[config.mk]
export PLATFORM = sky130hd
export DESIGN_NAME = dcacheController
export DESIGN_NICKNAME = d
export VERILOG_FILES = /design/src/verilog/memBusPkg.sv /design/src/verilog/dcacheTypesPkg.sv /design/src/verilog/dcacheController.sv
export VERILOG_INCLUDE_DIRS = /design/src /design/src/verilog
export SDC_FILE = /design/constraint.sdc
export NUM_CORES = 1
export LEC_CHECK = 0
export BUFFER_PORTS_ARGS = -buffer_cell sky130_fd_sc_hd__buf_2
export CAP_MARGIN = 20
export CORE_AREA = 2 2 229 231
export DETAILED_ROUTE_END_ITERATION = 10
export DIE_AREA = 0 0 231 233
export RECOVER_POWER = 50
export SETUP_SLACK_MARGIN = 0.5
export SLEW_MARGIN = 10
export SYNTH_ARGS = -nofsm -noshare
export SYNTH_HDL_FRONTEND = slang
export SYNTH_SLANG_ARGS = --single-unit
[constraint.sdc]
create_clock -name clock -period 5.17 [get_ports clock]
set_clock_uncertainty 0.1 [all_clocks]
set_input_delay 0.517 -clock clock [delete_from_list [all_inputs] [get_ports clock]]
set_output_delay 0.517 -clock clock [all_outputs]
set_load 0.02 [all_outputs]
[src/verilog/dcache_params.svh]
//////////////////////////////
// cache geometry and memory timing, all in bytes unless noted
// word and block sizes must stay powers of two
//////////////////////////////
`ifndef DCACHE_PARAMS_SVH
`define DCACHE_PARAMS_SVH

// byte address width
`define DADDR_SIZE 12

// word size in bytes and bits
`define DWORD_SIZE 4
`define DWORD_SIZE_BITS 32

// block size in bytes and bits
`define DBLOCK_SIZE 16
`define DBLOCK_SIZE_BITS 128

// direct-mapped split of the address above the block offset
`define DINDEX_SIZE 4
`define DTAG_SIZE 4
`define DMEM_BLOCK_ADDR_SIZE 8

// cycles from memory request to done strobe
`define DMEM_LATENCY 4

`endif
[src/verilog/memBusPkg.sv]
//////////////////////////////
// block-wide memory bus, no back-pressure
//////////////////////////////
`default_nettype none

`include "dcache_params.svh"

package memBusPkg;

	typedef struct packed {
		logic ren;
		logic wen;
		logic [`DMEM_BLOCK_ADDR_SIZE-1:0] blockAddr;
		logic [`DBLOCK_SIZE_BITS-1:0] wdata;
	} memReqT;

	// strobes are single cycle
	typedef struct packed {
		logic readReady;
		logic writeDone;
		logic [`DBLOCK_SIZE_BITS-1:0] rdata;
	} memRespT;

endpackage

`default_nettype wire

[src/verilog/dcacheTypesPkg.sv]
//////////////////////////////
// pipeline request and controller-to-array types
//////////////////////////////
`default_nettype none

`include "dcache_params.svh"

package dcacheTypesPkg;

	// one pipeline access, held steady while stall is high
	typedef struct packed {
		logic ren;
		logic wen;
		logic [`DADDR_SIZE-1:0] addr;
		logic [`DWORD_SIZE-1:0] byteSelect;
		logic [`DWORD_SIZE_BITS-1:0] wdata;
	} cpuReqT;

	// miss handling states
	typedef enum logic [2:0] {
		ctrlIdle      = 3'b000,
		ctrlMiss      = 3'b001,
		ctrlMemRead   = 3'b010,
		ctrlWriteBack = 3'b011,
		ctrlFill      = 3'b100
	} ctrlStateT;

	// block install after a memory read
	typedef struct packed {
		logic fillEn;
		logic [`DBLOCK_SIZE_BITS-1:0] fillBlock;
	} arrayCtrlT;

endpackage

`default_nettype wire

[src/verilog/dcacheController.sv]
//////////////////////////////
// one outstanding miss at a time
// request must stay unchanged while stall is high
//////////////////////////////
`timescale 1ns/100ps
`default_nettype none

`include "dcache_params.svh"

module dcacheController
	import dcacheTypesPkg::*;
	import memBusPkg::*;
(
	input  logic clock,
	input  logic reset,
	input  cpuReqT req,
	input  logic hit,
	input  logic victimDirty,
	input  logic [`DBLOCK_SIZE_BITS-1:0] victimBlock,
	input  logic [`DMEM_BLOCK_ADDR_SIZE-1:0] victimBlockAddr,
	input  memRespT memResp,
	output logic stall,
	output arrayCtrlT arrayCtrl,
	output memReqT memReq
);

	ctrlStateT state, nextState;
	logic reqValid;
	logic [`DBLOCK_SIZE_BITS-1:0] fillData;

	assign reqValid = req.ren | req.wen;

	always_ff @(posedge clock or negedge reset) begin
		if (!reset) begin
			state <= ctrlIdle;
		end else begin
			state <= nextState;
		end
	end

	always_comb begin
		nextState = state;
		unique case (state)
			ctrlIdle: begin
				if (reqValid && !hit) begin
					nextState = ctrlMiss;
				end
			end
			ctrlMiss: begin
				nextState = victimDirty ? ctrlWriteBack : ctrlMemRead;
			end
			ctrlWriteBack: begin
				if (memResp.writeDone) begin
					nextState = ctrlMemRead;
				end
			end
			ctrlMemRead: begin
				if (memResp.readReady) begin
					nextState = ctrlFill;
				end
			end
			ctrlFill: begin
				nextState = ctrlIdle;
			end
			default: nextState = ctrlIdle;
		endcase
	end

	// new block is held one cycle until the fill state writes it
	always_ff @(posedge clock) begin
		if (state == ctrlMemRead && memResp.readReady) begin
			fillData <= memResp.rdata;
		end
	end

	// a miss stalls already in idle so the access cannot complete
	assign stall = (state != ctrlIdle) || (reqValid && !hit);

	assign arrayCtrl.fillEn = (state == ctrlFill);
	assign arrayCtrl.fillBlock = fillData;

	assign memReq.ren = (state == ctrlMemRead);
	assign memReq.wen = (state == ctrlWriteBack);
	// write-back goes to the victim, the fetch to the requested block
	assign memReq.blockAddr = (state == ctrlWriteBack) ? victimBlockAddr
		: req.addr[`DADDR_SIZE-1 -: `DMEM_BLOCK_ADDR_SIZE];
	assign memReq.wdata = victimBlock;

	memOneOp: assert property (@(posedge clock) disable iff (!reset)
		!(memReq.ren && memReq.wen));

	stallOutsideIdle: assert property (@(posedge clock) disable iff (!reset)
		(state != ctrlIdle) |-> stall);

	// the held request must hit once the block is installed
	hitAfterFill: assert property (@(posedge clock) disable iff (!reset)
		(state == ctrlFill) |=> (state == ctrlIdle && !stall));

endmodule

`default_nettype wire

* Word level (Yosys, flattened, before mapping)
Index checks and enable logic that the tools add are counted.
** Word-level totals
- Memories :: 0
- Bits in registers :: 131
- Logic and storage cells :: 23
- ROM bits :: 0
- Bits in writable memories :: 0
- Output and inout port bits :: 268
- Bits in latches :: 0
** Cells by class
- Add/subtract/negate cells :: 0
- Divide/modulo/power cells :: 0
- Bitwise logic cells :: 1
- Multiplexer cells :: 6
- Eq/ne operators :: 7
- $lt $le $gt $ge :: 0
- Shift-type cells :: 0
- Reductions and logical operators :: 7
- $mul :: 0
** Operator list (count)
- $pmux 3 s4 :: 1
- $mux 3 :: 3
- $mux 8 :: 1
- $eq 3x2->1 const B :: 2
- $ne 2x2->1 const B :: 3
- $eq 3x1->1 const B :: 1
- $eq 3x3->1 const B :: 1
- $logic_not 3->1 :: 1
- $reduce_and 3->1 :: 1
- $reduce_bool 3->1 :: 1
- $logic_and 1x1->1 :: 2
- $logic_not 1->1 :: 1
- $logic_or 1x1->1 :: 1
- $mux 1 :: 1
- $or 1x1->1 :: 1

* Depth between registers and ports, before layout
- Depth in word-level cells :: 4
- Gate-level depth with buffers :: 3
- Gate-level depth less buffers :: 3

* Least setup slack after synthesis
Ideal clock, no wire load.
- Kind :: reg2reg
- From :: register state[1]
- To :: register fillData[0] (enable)
- Setup time :: 502 ps
- Cell stages (with the launch flop) :: 4
- Arrival :: 4138 ps
- Required time :: 4568 ps
- Period minus slack after synthesis :: 4740 ps
- Path buffers :: 1
- Slack :: 430 ps
- Path through :: dfrtp_1 -> clkbuf_2 -> nor3b_1 -> and2_1
** RTL lines
- from (decl) :: line dcacheController.sv:27 : ctrlStateT state, nextState;
- from (signal assigned) :: line dcacheController.sv:35 : state <= ctrlIdle;
- from (signal assigned) :: line dcacheController.sv:37 : state <= nextState;
- to (signal assigned) :: line dcacheController.sv:72 : fillData <= memResp.rdata;
- to (decl) :: line dcacheController.sv:29 : logic [`DBLOCK_SIZE_BITS-1:0] fillData;

* Final worst setup path
- From :: register state[1]
- To :: register fillData[81] (enable)
** Between the ends
- Longest elaborated chain between the ends :: 2
** RTL lines
- $eq 3x2->1 :: line dcacheController.sv:71 : if (state == ctrlMemRead && memResp.readReady) begin
- $logic_and 1x1->1 :: line dcacheController.sv:71
No other way between the ends.
A chain may end at the register's enable or synchronous reset.

==> results.ini <==
[run_status]
status=completed

[timing]
setup_viol=0
worst_pin_slew_ns=0.596
slew_headroom_pct=60.3
fmax_mhz=404
drv_slew=0
final.period_utilization_pct=47.9
rsz0062_at_grt=no
hold_viol_final=0
layout_setup_ws_ns=2.69
setup_tns_ns=0
post-route-min-period_ns=2.48

[setup_path]
cpPeakStageDelay_ns=0.58
startpoint=state[1]$_DFFE_PN0P_
crit_path_max_fanout=47
critPathLaunchType=flip-flop
crit_path_end_kind=flip-flop
worstPathCellList=nor3b_1, and2_4, buf_4
rrSetupSlack_ns=2.69
slowest_stage=buf_4
r2r_start=state[1]$_DFFE_PN0P_
worstRegToRegCells=3
r2r-end=fillData[81]$_DFFE_PP_
crit_type=flip-flop to flip-flop
worst_ep_required_time_ns=5.16
worst_ep_arrival_time_ns=2.47

[pwr]
leakagePower_nw=2.71
ir_worst_vdd_uv=230
p_int_w=0.00226
p_clk_share_pct=36.4
p_seq_share_pct=43.8
netSwitchingFraction_pct=32.6
cellPowerDensity_nw_per_um2=476
pwr-share-comb_pct=19.8
power.switching_w=0.00109

[cells_and_area]
diodes=0
drive_above_1_share_pct=67.2
fill_cells=5743
layout_common_cells=279 x buf_2, 128 x edfxtp_1, 17 x clkbuf_16, 12 x clkbuf_1, 8 x mux2_2
final_common_cell=buf_2
finalNetCount=788
fin_cells=1161
syn_to_final_growth_pct=38.2

[global_route]
grtUsageTotal_pct=6.44
grt_pass1_vias=2924
grt_pass1_wl_um=22300
antenna_found_initial=4
grt_overflow_total=0
grt_max_degree=48

[placement]
dpl.hpwl_um=14700
post-place-ws_ns=2.63
place_inst=1128
portBuffers=291
gp_congestion=0.746

[floorplan]
io_pins=588
die_w_um=231
die_h_um=233
start_util_pct=9.96
core_area_um2=51100
dieArea_um2=53800
fp-row-count=83

[detailed_routing]
wl_per_cell_um=15.5
drt-total-wl_um=18000
ant_nets=0
vias=2975
post-route-drc-count=0
drt_iter0_markers=107
drtPass1Iterations=4
vias_per_cell=2.56

[clock_tree]
postCtsSetupBuffers=0
numCtsBuffers=17
clock_latency_ns=0.47
clock_path_buffers=2
htreeDepth=4
cts_sinks=131
clockRootBuffer=clkbuf_16
cts_tree=done
clkTransAtPathRegs_ns=0.08

[worst_hold_path]
worstHoldStart=memResp[109]
hp-class=primary input to flip-flop
whs_endpoint=fillData[109]$_DFFE_PP_
worstHoldPathCells=1

[synthesis]
syn_area_um2=5090
synth_seq_cells=131
synth_cell_types=17
yosysSeqAreaShare_pct=77.0
netlist_instances=285
synth_nets=605
ys_warn_count=0
synth.avg_cell_area_um2=17.9

[flow_run]
drv_cap=0

-- worst max path at each step --
| stage | slack (ns) | cells after the start | to |
|---|---|---|---|
| after floorplan | 1.81 | 3 | fillData[0]$_DFFE_PP_ |
| after global placement | 2.68 | 3 | fillData[0]$_DFFE_PP_ |
| after detailed placement | 2.63 | 3 | fillData[53]$_DFFE_PP_ |
| after CTS | 2.58 | 3 | fillData[0]$_DFFE_PP_ |
| after global routing | 2.46 | 3 | fillData[100]$_DFFE_PP_ |
| final | 2.69 | 3 | fillData[81]$_DFFE_PP_ |
-- stage by stage --
stage          hold WS, ns  cell area [µm²]  utilization (%)  power [W]
5_1_grt             0.0864             7030             13.8    0.00351
6_report             0.127             7030             13.8    0.00335
3_5_place_dp         0.216             6440             12.6    0.00218
4_1_cts             0.0658             7050             13.8    0.00344
2_1_floorplan        0.121             5090                -    0.00203
3_3_place_gp         0.217             6440             12.6    0.00217
-- area by class of cell --
cell class / instances / area [µm²] / area share [%]
clock inverters: 15 / 183 / 2.60
inverters: 2 / 7.51 / 0.107
multi-input cells: 22 / 181 / 2.58
repair buffers: 294 / 1470 / 20.9
flip-flops and latches: 131 / 3920 / 55.7
clock buffers: 17 / 425 / 6.05
well taps: 680 / 851 / 12.1
-- synthesized netlist by cell type, drive strengths merged --
cell type  number  share of area (%)
or2b            1               0.15
dfrtp           3                1.5
mux2            8                1.8
nand3b          1               0.22
a21oi           2               0.20
edfxtp        128                 76
or3             1               0.12
inv             2               0.15
a221oi          1               0.29
o21ai           1              0.098
nor2            2               0.15
nor3            1              0.098
clkbuf          1              0.098
and2            2               0.25
nor3b           2               0.29
buf           129                 19
-- critical path, delay by kind of cell, from the launching register on --
kind          cells  cell delay [ns]
simple gates      2             0.85
buf+inv           1             0.58
flops             1             0.46
-- power groups by stage --
| stage | clock network [W] | registers [W] | logic, W |
|---|---|---|---|
| 4_1_cts | 0.00129 | 0.00147 | 0.000686 |
| 2_1_floorplan | 0 | 0.00169 | 0.000341 |
| 3_3_place_gp | 0 | 0.00149 | 0.000681 |
| 6_report | 0.00122 | 0.00147 | 0.000662 |
| 3_5_place_dp | 0 | 0.00150 | 0.000684 |
| 5_1_grt | 0.00132 | 0.00148 | 0.000710 |
-- registers in the layout, indices dropped and copies added, names as in the netlist --
name / count
state: 3
fillData: 128
-- logic make-up (layout without fill, tap and decap cells) --
kind of cell	count (synthesis)	after routing	synth area share [%]
buf+inv	132	328	19.4
mux	8	8	1.77
simple gates	10	10	1.28
compound gates	4	4	0.590
flops	131	131	77.0
-- metal layers --
metal,share of wire [%],global-route usage [%]
met5,0.044,0.368
met4,6.7,6.05
met3,18,4.88
met2,50,10.9
met1,26,4.44
-- what timing repair did --
item	in CTS	in global routing
hold buffers	1	0
gates resized for setup	0	0
hold endpoints to repair	3	0
setup endpoints to repair	0	0
Power figures use the tool's default switching activity.
