==> src/verilog/dcache_params.svh <==
//////////////////////////////
// cache geometry and memory timing, all in bytes unless noted
// word and block sizes must stay powers of two
//////////////////////////////
`ifndef DCACHE_PARAMS_SVH
`define DCACHE_PARAMS_SVH

// byte address width
`define DADDR_SIZE 12

// word size in bytes and bits
`define DWORD_SIZE 4
`define DWORD_SIZE_BITS 32

// block size in bytes and bits
`define DBLOCK_SIZE 16
`define DBLOCK_SIZE_BITS 128

// direct-mapped split of the address above the block offset
`define DINDEX_SIZE 4
`define DTAG_SIZE 4
`define DMEM_BLOCK_ADDR_SIZE 8

// cycles from memory request to done strobe
`define DMEM_LATENCY 4

`endif
==> src/verilog/dcacheTypesPkg.sv <==
//////////////////////////////
// pipeline request and controller-to-array types
//////////////////////////////
`default_nettype none

`include "dcache_params.svh"

package dcacheTypesPkg;

	// one pipeline access, held steady while stall is high
	typedef struct packed {
		logic ren;
		logic wen;
		logic [`DADDR_SIZE-1:0] addr;
		logic [`DWORD_SIZE-1:0] byteSelect;
		logic [`DWORD_SIZE_BITS-1:0] wdata;
	} cpuReqT;

	// miss handling states
	typedef enum logic [2:0] {
		ctrlIdle      = 3'b000,
		ctrlMiss      = 3'b001,
		ctrlMemRead   = 3'b010,
		ctrlWriteBack = 3'b011,
		ctrlFill      = 3'b100
	} ctrlStateT;

	// block install after a memory read
	typedef struct packed {
		logic fillEn;
		logic [`DBLOCK_SIZE_BITS-1:0] fillBlock;
	} arrayCtrlT;

endpackage

`default_nettype wire

==> src/verilog/dcacheArray.sv <==
//////////////////////////////
// direct mapped, one block per index
// dout is only meaningful on a hit
//////////////////////////////
`timescale 1ns/100ps
`default_nettype none

`include "dcache_params.svh"

module dcacheArray
	import dcacheTypesPkg::*;
(
	input  logic clock,
	input  logic reset,
	input  cpuReqT req,
	input  arrayCtrlT arrayCtrl,
	output logic hit,
	output logic victimDirty,
	output logic [`DBLOCK_SIZE_BITS-1:0] victimBlock,
	output logic [`DMEM_BLOCK_ADDR_SIZE-1:0] victimBlockAddr,
	output logic [`DWORD_SIZE_BITS-1:0] dout
);

	localparam int Lines = 1 << `DINDEX_SIZE;
	localparam int ByteOffBits = $clog2(`DWORD_SIZE);
	localparam int WordOffBits = $clog2(`DBLOCK_SIZE / `DWORD_SIZE);

	logic [`DTAG_SIZE-1:0] tags [Lines];
	logic [`DBLOCK_SIZE_BITS-1:0] blocks [Lines];
	logic [Lines-1:0] valid;
	logic [Lines-1:0] dirty;

	logic [`DTAG_SIZE-1:0] reqTag;
	logic [`DINDEX_SIZE-1:0] reqIndex;
	logic [WordOffBits-1:0] wordOff;
	logic writeHit;

	// address fields, tag on top
	assign reqTag = req.addr[`DADDR_SIZE-1 -: `DTAG_SIZE];
	assign reqIndex = req.addr[ByteOffBits + WordOffBits +: `DINDEX_SIZE];
	assign wordOff = req.addr[ByteOffBits +: WordOffBits];

	assign hit = valid[reqIndex] && (tags[reqIndex] == reqTag);
	assign writeHit = req.wen && hit && !arrayCtrl.fillEn;

	assign victimDirty = valid[reqIndex] && dirty[reqIndex];
	assign victimBlock = blocks[reqIndex];
	assign victimBlockAddr = {tags[reqIndex], reqIndex};

	assign dout = hit ? blocks[reqIndex][wordOff * `DWORD_SIZE_BITS +: `DWORD_SIZE_BITS] : '0;

	// line status
	always_ff @(posedge clock or negedge reset) begin
		if (!reset) begin
			valid <= '0;
			dirty <= '0;
		end else if (arrayCtrl.fillEn) begin
			valid[reqIndex] <= 1'b1;
			dirty[reqIndex] <= 1'b0;
		end else if (writeHit) begin
			dirty[reqIndex] <= 1'b1;
		end
	end

	// tags and data, fill replaces the whole block
	always_ff @(posedge clock) begin
		if (arrayCtrl.fillEn) begin
			tags[reqIndex] <= reqTag;
			blocks[reqIndex] <= arrayCtrl.fillBlock;
		end else if (writeHit) begin
			for (int b = 0; b < `DWORD_SIZE; b++) begin
				if (req.byteSelect[b]) begin
					blocks[reqIndex][wordOff * `DWORD_SIZE_BITS + b * 8 +: 8] <=
						req.wdata[b * 8 +: 8];
				end
			end
		end
	end

	// fill only follows a miss, so no write can hit in that cycle
	fillNotWriteHit: assert property (@(posedge clock) disable iff (!reset)
		!(arrayCtrl.fillEn && req.wen && hit));

endmodule

`default_nettype wire

==> config.mk <==
export PLATFORM = sky130hd
export DESIGN_NAME = dcacheArray
export DESIGN_NICKNAME = d
export VERILOG_FILES = /design/src/verilog/dcacheTypesPkg.sv /design/src/verilog/dcacheArray.sv
export VERILOG_INCLUDE_DIRS = /design/src /design/src/verilog
export SDC_FILE = /design/constraint.sdc
export NUM_CORES = 2
export LEC_CHECK = 0
export ABC_AREA = 1
export BUFFER_PORTS_ARGS = -buffer_cell sky130_fd_sc_hd__buf_2
export CORE_MARGIN = 2
export CORE_UTILIZATION = 47
export DETAILED_ROUTE_END_ITERATION = 12
export PLACE_DENSITY = 0.73
export RECOVER_POWER = 50
export SYNTH_ARGS = -nofsm -noshare
export SYNTH_HDL_FRONTEND = slang
export SYNTH_SLANG_ARGS = --single-unit
==> constraint.sdc <==
create_clock -name clock -period 3.5 [get_ports clock]
set_input_delay 0.7 -clock clock [delete_from_list [all_inputs] [get_ports clock]]
set_output_delay 0.7 -clock clock [all_outputs]
set_load 0.02 [all_outputs]
After elaboration in Yosys (flattened, before gate mapping)
Memories as Yosys holds them, arrays and structs flattened.
Index checks and enable logic that the tools add are counted.
{ "totals": {"register_bits": 32, "ram_bits": 2112, "input_bits": 181, "output_inout_bits": 170, "wordCells": 1085, "n_memories": 2} }
{ "classes": {"n_addsub": 7, "n_lt_le_gt_ge": 2, "eq_ne": 1, "shift": 9, "mux": 539, "bitwise_logic": 516, "n_reduce_logical": 7} }
{ "mem_list": {"columns": ["name", "words", "width", "read_ports", "rd_ports_with_merged_regs", "wr", "line_no", "source"], "rows": [
  ["blocks", 16, 128, 1, 0, 1, "dcacheArray.sv:29", "logic [`DBLOCK_SIZE_BITS-1:0] blocks [Lines];"],
  ["tags", 16, 4, 1, 0, 1, "dcacheArray.sv:28", "logic [`DTAG_SIZE-1:0] tags [Lines];"]
]} }
{ "op_table": {"columns": ["operator", "n"], "rows": [
  ["two-way mux 1 bit", 529],
  ["two-way mux 128 bit", 4],
  ["bitwise OR 1 bit", 512],
  ["variable shift 8 x 34 -> 128 bit (first input constant)", 4],
  ["indexed part select 8 x 34 -> 128 bit", 4],
  ["indexed part select 128 x 8 -> 32 bit", 1],
  ["negator 8 -> 34 bit", 3],
  ["negator 7 -> 34 bit", 1],
  ["two-way mux 16 bit", 2],
  ["two-way mux 32 bit", 1],
  ["bitwise OR 16 bit", 2],
  ["adder 7 x 5 -> 8 bit (second input constant)", 2],
  ["AND 16 bit", 1],
  ["inverter 16 bit", 1],
  ["adder 7 x 4 -> 8 bit (second input constant)", 1],
  ["binary-select mux 1 bit (select 4 bit)", 2],
  ["logical AND 1 bit", 5],
  ["< comparator 4 x 5 -> 1 bit (second input constant)", 1],
  ["demux 1 bit (select 4 bit)", 1],
  ["equality test 4 bit", 1],
  ["greater-or-equal comparator 4 x 1 -> 1 bit (second input constant)", 1],
  ["nonzero test 2 bit", 1],
  ["logical NOT 1 bit", 1]
]} }

Logic depth before layout (Yosys ltp)
{ "logic_depth": {"depth_word": 12, "depth_mapped": 21, "depth_no_buf": 17} }

Least setup slack after synthesis
No wires, ideal clock.
{ "synth_timing": {"kind": "input port to output port", "start": "input req[40] (netlist bit)", "end": "output dout[19]", "arrival_ns": 2.925, "required_time_ns": 2.800, "setup_slack_ns": -0.125, "stages": 12, "n_path_buf": 5, "path_cell_list": "buf_4 > buf_4 > nor2_4 > clkbuf_1 > clkbuf_1 > clkbuf_1 > a22oi_1 > nand2_1 > nand2_1 > nand4_1 > o21ai_0 > a21oi_1"} }
{ "synth_between": {"elab_cells_between_ends": 8, "cone_classes": "1 x eq/ne; 1 x shift; 3 x mux; 1 x reduce/logical; 2 x memory"} }
{ "synth_lines": {"columns": ["element", "line_no", "source"], "rows": [
  ["from (decl)", "dcacheArray.sv:15", "input cpuReqT req,"],
  ["memory (16 x 128 bit)", null, null],
  ["net victimBlock[115]", "dcacheArray.sv:19", "output logic [`DBLOCK_SIZE_BITS-1:0] victimBlock,"],
  ["indexed part select 128 x 8 -> 32 bit", "dcacheArray.sv:50", "assign dout = hit ? blocks[reqIndex][wordOff * `DWORD_SIZE_BITS +: `DWORD_SIZE_BITS] : '0;"],
  ["two-way mux 32 bit", "dcacheArray.sv:50", null],
  ["to (decl)", "dcacheArray.sv:21", "output logic [`DWORD_SIZE_BITS-1:0] dout"]
]} }
The timed path passes the listed nets, and every way through them passes these cells. The select of a mux whose other input is x is not followed.

Final worst setup path
{ "layout_timing": {"start": "input req[41] (netlist bit)", "end": "output dout[25]"} }
{ "layout_between": {"elab_chain_len": 4, "elab_cells_between_ends": 8, "cone_classes": "1 x eq/ne; 1 x shift; 3 x mux; 1 x reduce/logical; 2 x memory"} }
{ "layout_rtl": {"columns": ["element", "line_no"], "rows": [
  ["parallel branches: the longest is 3 deep, another holds memory (16 x 128 bit)", null],
  ["two-way mux 32 bit *", "dcacheArray.sv:50"]
]} }
Mark *: on every way between the ends. The select of a mux whose other input is x is not followed.

==> metrics <==
wire length of the first global-routing pass=around 420 mm; Final WS setup=-0.438 ns; core box area=roughly 0.18 mm^2; Mapped Area=0.0851 mm^2; Die Wd=between 400 and 500 um; clk slew on worst S/H paths=0.06 ns; grt ovf=0; routed len/inst=30.2 um; Routed Antenna Nets=0; nets=~7800; Critical Path Fanout Max=12; layout cell share with drive strength beyond 1=27.0%; DRC Markers=0; Non-Filler Instances=about 10000; MaxCap Viol Count=3; Pwr Total=57.8 mW; Fmax achieved=around 0.25 GHz; die area=around 0.18 mm^2; Post-Synth XOR/XNOR Area=0%; I/O Pins=approximately 350; Yosys reg bits=roughly 2100; post-synthesis sequential area ratio=75.5%; clk_lat worst skew=0.86 ns; H-tree levels=4; worst-path cell chain=buf_8 > inv_2 > nor2_4 > buf_12 > buf_16 > buf_12 > buf_4 > a22oi_1 > nand2_1 > nand2_1 > nand4_1 > buf_6 > o21ai_0 > buf_4 > a21oi_4 > buf_12 > buf_6; Critical Path Start Type=input port; Port Buf Inserts=approximately 350; Synth Area in Compound Gates=a little under an eighth; WHS Endpoint=blocks[12][110]$_DFFE_PP_; worst setup path class=in -> out; Vias/cell=6.27; Cell Pwr Density=~530 mW/mm^2; FF-to-FF End=blocks[14][8]$_DFFE_PP_; Setup TNS Final=-223.63 ns; # placed instances=between 9000 and 10000; Fin. Hold Viols=0; Slew HR=-58.8%; CP max stage delay=approximately 0.23 ns; Final setup viols=between 3000 and 4000; Slowest-stage cell, CP=o21ai_0; Critical Path End Type=primary output; Max IR drop VDD=approximately 610 uV; TritonCTS clock tree=done; clock skew=approximately 0.053 ns; failing checks=max-capacitance violations, max-slew violations, negative setup slack; CP top delay family=buffers and inverters; DIE HEIGHT=429 um; DP HPWL=~200 mm; Tmin final=between 3 and 4 ns; FP Rows=156; Critical Path RT=2.80 ns; TritonCTS Buffers=~210; Starting Density=between 40% and 50%; multiplexer area fraction after synthesis=0%; fillers=12938; initial antenna violation count=16; simple-gate portion of the synthesized area=10.5%; Hold Crit Class=in -> reg; Worst-Margin Slew=2.38 ns; CTS sink count=around 2100; Slew Viols, Final=64; Hold WS=about 0.23 ns; Post-Route WL=between 300 and 400 mm; Post-Synth Adder-Cell Area=less than 1%; Pleak=~40 nW; Netlist cell types=29; placer congestion estimate=between 1 and 1.5; Arr. time, crit path=3.24 ns; vias in the first global route=around 60000; most frequent cells in the layout=edfxtp_1 (2112), nand2_1 (1523), a22oi_1 (1013), buf_4 (868), buf_2 (303); syn avg cell area=between 10 and 15 um^2; min-delay src=arrayCtrl[110]; DR vias=~64000; Tot GR Track Use=between 30% and 40%; Bufs and invs on worst path=10; R2R depth=24; number of synthesized flops with an enable pin=approximately 2100; RSZ-0062 raised after global routing=yes; Net Count, Synth=between 6000 and 7000; initial DRC count=9467; commonest non-fill, non-tap cell in the layout=edfxtp_1; Post-synth ARST share=under 10%; Max Root-Sink Buffers=3; run status=finished, violations left; Reg-to-Reg Start=tags[12][2]$_DFFE_PP_; Util after Layout=about 61%; YS warnings=0; largest family of logic cells by synthesized area=compound AO/OA/AOI/OAI gates; Critical Path Most Common Cell=buf_12; Main synth FF type=edfxtp_1; cell count after synthesis=6249; Hold Path Stages=4; final period utilization=113%; Root Driver=clkbuf_16; r2r setup slk=-0.20 ns; area delta synth->final=28.8%; maximum number of pins on one net before global-route repair=90; Initial DRT Pass Iterations=7
[cell usage after synthesis (3+ instances only)]
| cell | number | area (um^2) |
|---|---|---|
| edfxtp_1 | 2112 | 63400 |
| nand2_1 | 1541 | 5780 |
| a22oi_1 | 1027 | 7710 |
| clkbuf_1 | 358 | 1340 |
| a21oi_1 | 290 | 1450 |
| nor2_1 | 289 | 1080 |
| nand4_1 | 257 | 1610 |
| o21ai_0 | 100 | 500 |
| buf_2 | 62 | 310 |
| inv_1 | 46 | 173 |
| buf_1 | 37 | 139 |
| dfrtp_1 | 32 | 801 |
| clkinv_1 | 19 | 71.3 |
| nand3_1 | 18 | 90.1 |
| nand3_4 | 10 | 175 |
| or2_2 | 9 | 56.3 |
| nor3_1 | 8 | 40.0 |
| buf_4 | 7 | 52.6 |
| ha_1 | 6 | 75.1 |
| buf_6 | 3 | 33.8 |
| nor2_4 | 3 | 33.8 |
| o21ai_1 | 3 | 15.0 |
| o22ai_1 | 3 | 18.8 |
[cells by family (layout without fill, tap and decap cells)]
group,Yosys count,count (layout)
AO/OA/AOI/OAI,1426,1426
adder cells (fa/ha/maj),6,6
buffers and inverters,535,2026
flip-flops,2144,2144
other,0,22
AND/OR/NAND/NOR,2138,2144
[repair_timing]
| action | in CTS | in global routing |
|---|---|---|
| endpoints found under the setup margin | 62 | 4157 |
| resized for setup | 218 | 191 |
| pin swaps | 77 | 60 |
| hold buffers | 1 | 0 |
| setup buffers | 84 | 41 |
| hold endpoints to repair | 32 | 0 |
| gates cloned | 16 | 12 |
[final cells by class]
| class | instances | area (um^2) | share of cell area [%] |
|---|---|---|---|
| repair buffers | 1574 | 15400 | 14.0 |
| clock inverters | 138 | 1530 | 1.40 |
| diodes | 22 | 55.1 | 0.0502 |
| multi-input cells | 3576 | 19800 | 18.0 |
| clock buffers | 247 | 5350 | 4.88 |
| inverters | 67 | 290 | 0.265 |
| well taps | 2370 | 2970 | 2.71 |
| flip-flops and latches | 2144 | 64200 | 58.6 |
[power by group]
part | leakage [nW] | total (mW) | internal (mW) | switching (mW)
combinational | 17.6 | 6.26 | 2.28 | 3.97
clock | 3.34 | 22.7 | 12.8 | 9.86
sequential | 19.4 | 28.9 | 28.8 | 0.150
[per-stage QoR]
step	setup WS [ns]	instance area [um^2]
2_1_floorplan	-0.0397	85300
3_3_place_gp	-0.738	99400
3_5_place_dp	-0.763	99400
4_1_cts	-0.210	108000
5_1_grt	-0.416	110000
6_report	-0.438	110000
[tightest hold or removal path, cell delays in order]
cell,delay [ns]
buf_2,0.08
nand2_1,0.05
nand2_1,0.07
buf_4,0.12
[per-layer routing]
| layer | vias to the layer above | GRT usage, % | share of wire, % |
|---|---|---|---|
| met5 | - | 0 | 0.022 |
| met4 | 10 | 27.5 | 10 |
| met3 | 1093 | 8.57 | 12 |
| met2 | 4911 | 48.2 | 45 |
| met1 | 31130 | 37.8 | 32 |
| li1 | 26402 | - | - |
[flip-flops by register name, indices dropped and copies added (netlist names), named ones only]
| signal | flops |
|---|---|
| blocks | 2048 |
| tags | 64 |
| valid | 16 |
[worst max path at each step]
stage	start	end	slack, ns	cells after the start
floorplan	req[40]	dout[24]	-0.04	12
global placement	req[40]	dout[2]	-0.74	17
detailed placement	req[40]	dout[10]	-0.76	16
CTS	tags[1][2]$_DFFE_PP_	dout[15]	-0.21	17
global route	req[41]	dout[25]	-0.42	17
finish	req[41]	dout[25]	-0.44	17
(Power assumes the default switching activity.)
